File: src/logic/icache_pkg.sv
// instruction cache geometry
package icache_pkg;

    ////////////////////
    // address layout

    localparam int addr_w  = 30;    // word address
    localparam int index_w = 8;     // set index, address bits 9..2
    localparam int tag_w   = 20;    // address bits 29..10
    localparam int sets    = 256;   // one entry per index value

    ////////////////////
    // line layout

    localparam int line_w = 128;    // four words per line
    localparam int word_w = 32;

    typedef logic [line_w-1:0] line_t;

    ////////////////////
    // controller states

    // ic_idle       waits for a fetch, starts the array read
    // ic_lookup     combines way hits, answers or decides a miss
    // ic_wait_grant L2 bus busy, request held
    // ic_refill     waits for the line of the right thread
    // ic_write      victim way takes the new line
    typedef enum logic [2:0] {
        ic_idle,
        ic_lookup,
        ic_wait_grant,
        ic_refill,
        ic_write
    } ic_state_t;

endpackage

File: src/logic/l2_pkg.sv
// L2 refill side definitions
package l2_pkg;

    ////////////////////
    // thread ids

    localparam int thread_w = 2;    // four hardware threads

    typedef logic [thread_w-1:0] thread_t;

    ////////////////////
    // refill line

    // the L2 always returns a whole line
    localparam int words_per_line = 4;
    localparam int word_sel_w     = $clog2(words_per_line);    // word offset bits

endpackage

File: src/logic/icache_way_if.sv
// cache way to controller link
`timescale 1ns/1ps

interface icache_way_if;

    // lookup and write control, from the controller
    logic                           rd_en;      // read the set at index
    logic [icache_pkg::index_w-1:0] index;
    logic [icache_pkg::tag_w-1:0]   rd_tag;     // compare tag, also the write tag
    l2_pkg::thread_t                thread;     // compare thread, also the write thread
    logic                           wr_en;      // write the whole entry
    icache_pkg::line_t              wr_line;

    // read results, from the way
    logic                           valid;      // registered valid bit
    logic                           hit;
    icache_pkg::line_t              rd_line;

    modport way (
        input  rd_en, index, rd_tag, thread, wr_en, wr_line,
        output valid, hit, rd_line
    );

    modport ctrl (
        output rd_en, index, rd_tag, thread, wr_en, wr_line,
        input  valid, hit, rd_line
    );

endinterface

File: src/logic/icache_ctrl.sv
// instruction cache controller
`timescale 1ns/1ps

module icache_ctrl (
    input  logic                          clk,
    input  logic                          rst_n,
    // cpu side
    input  logic                          fetch_req,
    input  logic [icache_pkg::addr_w-1:0] fetch_addr,
    input  l2_pkg::thread_t               fetch_thread,
    output logic [icache_pkg::word_w-1:0] cpu_data,
    output logic                          data_rdy,
    output logic                          miss_stall,
    // l2 side
    output logic                          l2_req,
    input  logic                          l2_grant,
    input  logic                          l2_rdy,
    input  l2_pkg::thread_t               l2_thread,
    input  icache_pkg::line_t             l2_line,
    // way blocks
    icache_way_if.ctrl                    way0,
    icache_way_if.ctrl                    way1
);

    icache_pkg::ic_state_t           state, next_state;
    logic [icache_pkg::addr_w-1:0]   req_addr;        // held request
    l2_pkg::thread_t                 req_thread;
    logic [icache_pkg::index_w-1:0]  req_index, fetch_index;
    logic [icache_pkg::tag_w-1:0]    req_tag;
    logic [l2_pkg::word_sel_w-1:0]   req_word;
    icache_pkg::line_t               fill_line;       // line kept for ic_write
    icache_pkg::line_t               hit_line;
    logic [icache_pkg::sets-1:0]     lru_bits;        // 1 = way 1 is next victim
    logic                            victim, victim_pick;
    logic                            take_req, any_hit, lookup_miss, refill_done;

    function automatic logic [icache_pkg::word_w-1:0] select_word(
        input icache_pkg::line_t             line,
        input logic [l2_pkg::word_sel_w-1:0] sel
    );
        return line[sel*icache_pkg::word_w +: icache_pkg::word_w];
    endfunction

    ////////////////////
    // request decode

    assign take_req    = (state == icache_pkg::ic_idle) && fetch_req;
    assign fetch_index = fetch_addr[l2_pkg::word_sel_w +: icache_pkg::index_w];
    assign req_index   = req_addr[l2_pkg::word_sel_w +: icache_pkg::index_w];
    assign req_tag     = req_addr[icache_pkg::addr_w-1 -: icache_pkg::tag_w];
    assign req_word    = req_addr[l2_pkg::word_sel_w-1:0];

    always_ff @(posedge clk) begin
        if (take_req) begin
            req_addr   <= fetch_addr;
            req_thread <= fetch_thread;
        end
    end

    // way 0 wins when both hit
    assign any_hit     = way0.hit || way1.hit;
    assign hit_line    = way0.hit ? way0.rd_line : way1.rd_line;
    assign lookup_miss = (state == icache_pkg::ic_lookup) && !any_hit;
    assign refill_done = l2_rdy && (l2_thread == req_thread);    // other threads ignored

    // invalid ways first, then the lru way
    assign victim_pick = !way0.valid ? 1'b0 : (!way1.valid ? 1'b1 : lru_bits[req_index]);

    ////////////////////
    // state machine

    always_ff @(posedge clk or negedge rst_n) begin
        if (!rst_n) begin
            state <= icache_pkg::ic_idle;
        end else begin
            state <= next_state;
        end
    end

    always_comb begin
        next_state = state;
        case (state)
            icache_pkg::ic_idle: begin
                if (fetch_req) next_state = icache_pkg::ic_lookup;
            end
            icache_pkg::ic_lookup: begin
                if (any_hit) begin
                    next_state = icache_pkg::ic_idle;
                end else if (l2_grant) begin
                    next_state = icache_pkg::ic_refill;
                end else begin
                    next_state = icache_pkg::ic_wait_grant;
                end
            end
            icache_pkg::ic_wait_grant: begin
                if (l2_grant) next_state = icache_pkg::ic_refill;
            end
            icache_pkg::ic_refill: begin
                if (refill_done) next_state = icache_pkg::ic_write;
            end
            icache_pkg::ic_write: next_state = icache_pkg::ic_idle;
            default:              next_state = icache_pkg::ic_idle;
        endcase
    end

    ////////////////////
    // cpu and l2 outputs

    assign data_rdy   = (state == icache_pkg::ic_lookup && any_hit) ||
                        (state == icache_pkg::ic_refill && refill_done);
    assign miss_stall = lookup_miss || (state == icache_pkg::ic_wait_grant) ||
                        (state == icache_pkg::ic_refill && !refill_done);
    assign l2_req     = lookup_miss || (state == icache_pkg::ic_wait_grant) ||
                        (state == icache_pkg::ic_refill);

    always_comb begin
        cpu_data = '0;
        if (state == icache_pkg::ic_lookup) begin
            cpu_data = select_word(hit_line, req_word);
        end else if (state == icache_pkg::ic_refill) begin
            cpu_data = select_word(l2_line, req_word);    // straight from the bus
        end
    end

    always_ff @(posedge clk) begin
        if (state == icache_pkg::ic_refill && refill_done) begin
            fill_line <= l2_line;
        end
    end

    ////////////////////
    // replacement

    always_ff @(posedge clk or negedge rst_n) begin
        if (!rst_n) begin
            victim <= 1'b0;
        end else if (lookup_miss) begin
            victim <= victim_pick;
        end
    end

    always_ff @(posedge clk or negedge rst_n) begin
        if (!rst_n) begin
            lru_bits <= '0;
        end else if (state == icache_pkg::ic_lookup && any_hit) begin
            lru_bits[req_index] <= way0.hit;    // point at the other way
        end else if (state == icache_pkg::ic_write) begin
            lru_bits[req_index] <= !victim;
        end
    end

    ////////////////////
    // way control

    assign way0.rd_en   = take_req;
    assign way1.rd_en   = take_req;
    assign way0.index   = (state == icache_pkg::ic_idle) ? fetch_index : req_index;
    assign way1.index   = (state == icache_pkg::ic_idle) ? fetch_index : req_index;
    assign way0.rd_tag  = req_tag;
    assign way1.rd_tag  = req_tag;
    assign way0.thread  = req_thread;
    assign way1.thread  = req_thread;
    assign way0.wr_en   = (state == icache_pkg::ic_write) && !victim;
    assign way1.wr_en   = (state == icache_pkg::ic_write) && victim;
    assign way0.wr_line = fill_line;
    assign way1.wr_line = fill_line;

endmodule

File: src/flat_wrapper.sv
// flat-port wrapper written by rule: the top's interface ports become plain ports
module icache_ctrl_flat 
  (clk, rst_n, fetch_req, fetch_addr, fetch_thread, cpu_data, data_rdy, miss_stall, l2_req, l2_grant, l2_rdy, l2_thread, l2_line, way0_rd_en, way0_index, way0_rd_tag, way0_thread, way0_wr_en, way0_wr_line, way0_valid, way0_hit, way0_rd_line, way1_rd_en, way1_index, way1_rd_tag, way1_thread, way1_wr_en, way1_wr_line, way1_valid, way1_hit, way1_rd_line);
  icache_way_if way0_i ();
  icache_way_if way1_i ();
  input  logic clk;
  input  logic rst_n;
  input  logic fetch_req;
  input  logic [icache_pkg::addr_w-1:0] fetch_addr;
  input  l2_pkg::thread_t fetch_thread;
  output logic [icache_pkg::word_w-1:0] cpu_data;
  output logic data_rdy;
  output logic miss_stall;
  output logic l2_req;
  input  logic l2_grant;
  input  logic l2_rdy;
  input  l2_pkg::thread_t l2_thread;
  input  icache_pkg::line_t l2_line;
  output wire logic [$bits(way0_i.rd_en)-1:0] way0_rd_en;
  output wire logic [$bits(way0_i.index)-1:0] way0_index;
  output wire logic [$bits(way0_i.rd_tag)-1:0] way0_rd_tag;
  output wire logic [$bits(way0_i.thread)-1:0] way0_thread;
  output wire logic [$bits(way0_i.wr_en)-1:0] way0_wr_en;
  output wire logic [$bits(way0_i.wr_line)-1:0] way0_wr_line;
  input wire logic [$bits(way0_i.valid)-1:0] way0_valid;
  input wire logic [$bits(way0_i.hit)-1:0] way0_hit;
  input wire logic [$bits(way0_i.rd_line)-1:0] way0_rd_line;
  output wire logic [$bits(way1_i.rd_en)-1:0] way1_rd_en;
  output wire logic [$bits(way1_i.index)-1:0] way1_index;
  output wire logic [$bits(way1_i.rd_tag)-1:0] way1_rd_tag;
  output wire logic [$bits(way1_i.thread)-1:0] way1_thread;
  output wire logic [$bits(way1_i.wr_en)-1:0] way1_wr_en;
  output wire logic [$bits(way1_i.wr_line)-1:0] way1_wr_line;
  input wire logic [$bits(way1_i.valid)-1:0] way1_valid;
  input wire logic [$bits(way1_i.hit)-1:0] way1_hit;
  input wire logic [$bits(way1_i.rd_line)-1:0] way1_rd_line;
  assign way0_rd_en = way0_i.rd_en;
  assign way0_index = way0_i.index;
  assign way0_rd_tag = way0_i.rd_tag;
  assign way0_thread = way0_i.thread;
  assign way0_wr_en = way0_i.wr_en;
  assign way0_wr_line = way0_i.wr_line;
  assign way0_i.valid = way0_valid;
  assign way0_i.hit = way0_hit;
  assign way0_i.rd_line = way0_rd_line;
  assign way1_rd_en = way1_i.rd_en;
  assign way1_index = way1_i.index;
  assign way1_rd_tag = way1_i.rd_tag;
  assign way1_thread = way1_i.thread;
  assign way1_wr_en = way1_i.wr_en;
  assign way1_wr_line = way1_i.wr_line;
  assign way1_i.valid = way1_valid;
  assign way1_i.hit = way1_hit;
  assign way1_i.rd_line = way1_rd_line;
  icache_ctrl u_core (.clk(clk), .rst_n(rst_n), .fetch_req(fetch_req), .fetch_addr(fetch_addr), .fetch_thread(fetch_thread), .cpu_data(cpu_data), .data_rdy(data_rdy), .miss_stall(miss_stall), .l2_req(l2_req), .l2_grant(l2_grant), .l2_rdy(l2_rdy), .l2_thread(l2_thread), .l2_line(l2_line), .way0(way0_i), .way1(way1_i));
endmodule
File: config.mk
export PLATFORM = sky130hd
export DESIGN_NAME = icache_ctrl_flat
export DESIGN_NICKNAME = d
export VERILOG_FILES = /design/src/logic/icache_pkg.sv /design/src/logic/l2_pkg.sv /design/src/logic/icache_way_if.sv /design/src/logic/icache_ctrl.sv /design/src/flat_wrapper.sv
export SDC_FILE = /design/constraint.sdc
export NUM_CORES = 1
export LEC_CHECK = 0
export BUFFER_PORTS_ARGS = -buffer_cell sky130_fd_sc_hd__buf_2
export CORE_AREA = 3 3 308 310
export DETAILED_ROUTE_END_ITERATION = 8
export DIE_AREA = 0 0 311 313
export GPL_TIMING_DRIVEN = 0
export PLACE_DENSITY = 0.47
export SYNTH_ARGS = -nofsm -noshare
export SYNTH_HDL_FRONTEND = slang
export SYNTH_SLANG_ARGS = --single-unit
File: constraint.sdc
create_clock -name clk -period 25.3 [get_ports clk]
set_input_delay 6.325 -clock clk [delete_from_list [all_inputs] [get_ports clk]]
set_output_delay 6.325 -clock clk [all_outputs]
set_load 0.005 [all_outputs]
==> flow_metrics.env <==
export IMPL_status="finished, final reports clean"
export IMPL_cts_sinks=420
export IMPL_maxSlewViolCount=0
export IMPL_seq_area_mm2=0.0113
export IMPL_p_clk_share_pct=33.5
export IMPL_synth_top_family_by_area="multiplexers"
export IMPL_hold_viol=0
export IMPL_synth_cell_types=57
export IMPL_arrival_ns=9.29
export IMPL_io_buffer_count=780
export IMPL_cp_top_family="buffers and inverters"
export IMPL_hp_class="register to register"
export IMPL_vdd_drop_max_v=0.0000482
export IMPL_muxShareOfSynthArea_pct=21.0
export IMPL_crit_chain="clkbuf_1, buf_1, buf_2, mux4_2, mux2i_1, o22ai_1, buf_2"
export IMPL_grt_start_max_net_pins=95
export IMPL_min_period_ns=15.62
export IMPL_antenna_left=0
export IMPL_postCtsSetupBuffers=0
export IMPL_layout_drive_gt1_share_pct=50.9
export IMPL_finalPower_uw=2460
export IMPL_gp_congestion=1.04
export IMPL_cts_max_path_buffers=3
export IMPL_hpwlAfterDp_um=139000
export IMPL_firstDrtPassIters=5
export IMPL_fillers=9659
export IMPL_fin_setup_tns_ns=0
export IMPL_die_area_mm2=0.0973
export IMPL_clk_pin_slew_ns=0.05
export IMPL_postCtsHoldBufs=0
export IMPL_maxSlewHeadroom_pct=7.87
export IMPL_rsz0062_at_grt="false"
export IMPL_synth_net_count=2165
export IMPL_io_pins=782
export IMPL_multi_input_area_mm2=0.00851
export IMPL_synth_adder_area_share_pct=0
export IMPL_grt_pass1_wl_um=213000
export IMPL_syn_avg_cell_area_um2=12.7
export IMPL_p_sw_uw=914
export IMPL_stdcell_count=3920
export IMPL_powerDensity_mw_per_mm2=82.8
export IMPL_syn_inst=1738
export IMPL_die_w_um=311
export IMPL_dr_first_iter_drc_count=2625
export IMPL_ys_ff_latch=420
export IMPL_root_buffer="clkbuf_16"
export IMPL_pwr_share_comb_pct=32.2
export IMPL_coreArea_mm2=0.0919
export IMPL_required_ns=18.98
export IMPL_vias=21100
export IMPL_synth_seq_area_share_pct=51.2
export IMPL_synth_compound_area_share_pct=13.6
export IMPL_htreeDepth=2
export IMPL_vias_per_cell=5.39
export IMPL_wl_um=168000
export IMPL_slowest_stage="buf_1"
export IMPL_synth_simple_gate_area_share_pct=3.79
export IMPL_antenna_found_initial=106
export IMPL_grt_pass1_vias=19900
export IMPL_cts_made_buffers=53
export IMPL_critPathMaxFanout=10
export IMPL_intPower_uw=1540
export IMPL_post_cts_resized=0
export IMPL_die_h_um=313
export IMPL_tritoncts="built"
export IMPL_hold_slack_ns=0.495
export IMPL_insertion_delay_ns=0.65
export IMPL_worstMarginPinSlew_ns=1.37
export IMPL_ys_flop_type="dfrtp_1"
export IMPL_setup_viol=0
export IMPL_drc=0
export IMPL_netlist_area_mm2=0.0221
export IMPL_path_common_cell="buf_2"
export IMPL_ys_async_sr_fraction_pct=61.9
export IMPL_critical_path_buf_inv_count=4
export IMPL_p_sw_share_pct=37.2
export IMPL_cp_start_kind="primary input"
export IMPL_yosysWarnings=0
export IMPL_worstSetupPathType="primary input to primary output"
export IMPL_timing_fmax_mhz=64.0
export IMPL_rows=111
export IMPL_seqPwrFrac_pct=34.3
export IMPL_place_inst=3768
export IMPL_final_nets=3007
export IMPL_synthXorXnorAreaFrac_pct=0.0793
export IMPL_wl_per_cell_um=43.0
export IMPL_post_route_period_util_pct=61.7
export IMPL_final_common_cell="buf_2"
export IMPL_skew_ns=0.0428
export IMPL_initial_core_util_pct=24.0
export IMPL_synth_edff_count=160
export IMPL_mostFrequentLayoutCells="buf_2 (830), dfrtp_1 (260), a31oi_1 (200)"
export IMPL_slowest_delay_ns=0.65
export IMPL_critPathCaptureType="primary output"
export IMPL_cap_violations=0
export IMPL_p_leak_uw=0.0132
export IMPL_overflow=0
export IMPL_area_growth_pct=34.4
export IMPL_grt_total_usage_pct=33.3
-- metrics by stage --
stage / utilization, % / setup WS [ns] / area [um^2]
after floorplan: - / 6.07 / 22100
after global placement: 30.0 / 1.16 / 27500
after detailed placement: 30.1 / 9.68 / 27700
after CTS: 32.1 / 9.67 / 29500
after global routing: 32.2 / 9.64 / 29600
final: 32.3 / 9.68 / 29700
-- layout make-up --
| type | instances | share of cell area [%] |
|---|---|---|
| Sequential cell | 420 | 38.1 |
| Antenna cell | 55 | 0.464 |
| Clock inverter | 26 | 0.995 |
| Clock buffer | 71 | 5.18 |
| Inverter | 36 | 0.455 |
| Multi-Input combinational cell | 926 | 28.7 |
| Tap cell | 1243 | 5.24 |
| Buffer | 356 | 7.17 |
| Timing Repair Buffer | 787 | 13.7 |
-- cell usage after synthesis, types with 6 or more instances --
library cell  count  area share, %
nor2_1           25           0.43
edfxtp_1        160             22
mux4_2          150             15
nand2b_1          6           0.17
a31oi_1         200            5.7
o21ai_0          22           0.50
a22oi_1           6           0.20
buf_2            51            1.2
mux4_1            8           0.95
nor2b_1          11           0.31
buf_1            20           0.34
mux2i_1          46            2.1
dfrtp_1         260             29
nor3_1           11           0.25
nand2_1          69            1.2
clkbuf_1         96            1.6
nand3_1           8           0.18
o31ai_1          17           0.58
buf_4           186            6.3
o22ai_1          37            1.0
mux2_2           53            2.7
a21oi_1         198            4.5
inv_1            36           0.61
-- logic make-up after synthesis --
family                    count (synthesis)
xor gates and xnor gates                  2
DFF                                     420
muxes                                   257
AOI/OAI and AO/OA                       507
and+or+nand+nor                         160
buffers and inverters                   392
-- state kept, by name, summed over array words and instances (netlist names) --
name                 cells
u_core.req_addr         30
u_core.way0.thread       2
u_core.victim            1
u_core.way0.wr_line    128
u_core.state             3
u_core.lru_bits        256
-- metal layers --
metal  track usage (%)  wire length, um  vias up
met5                 0              181        -
met4              16.2             9780       28
met3              15.8            20500      341
met2              49.0            72100     1416
met1              40.9            65800    11000
li1                  -                -     8314
-- final timing paths --
kind / slack (ns) / to / cells past startpoint / start
setup / recovery: 9.68 / cpu_data[5] / 7 / way0_hit
hold / removal: 0.50 / u_core.lru_bits[141]$_DFFE_PN0P_ / 1 / u_core.lru_bits[141]$_DFFE_PN0P_
setup reg to reg: 20.78 / u_core.lru_bits[118]$_DFFE_PN0P_ / 7 / u_core.req_addr[5]$_DFFE_PP_
hold reg to reg: 0.50 / u_core.lru_bits[141]$_DFFE_PN0P_ / 1 / u_core.lru_bits[141]$_DFFE_PN0P_
max in group asynchronous: 18.61 / u_core.lru_bits[102]$_DFFE_PN0P_ / 2 / rst_n
min in group asynchronous: 5.71 / u_core.lru_bits[146]$_DFFE_PN0P_ / 1 / rst_n
-- power groups by stage --
stage               Clock [uW]  Combinational (uW)  Sequential [uW]
finish                     823                 790              844
CTS                        831                 778              841
detailed placement           0                 777              852
global route               857                 825              849
floorplan                    0                 401              830
global placement             0                 773              859
(Power assumes the default switching activity.)
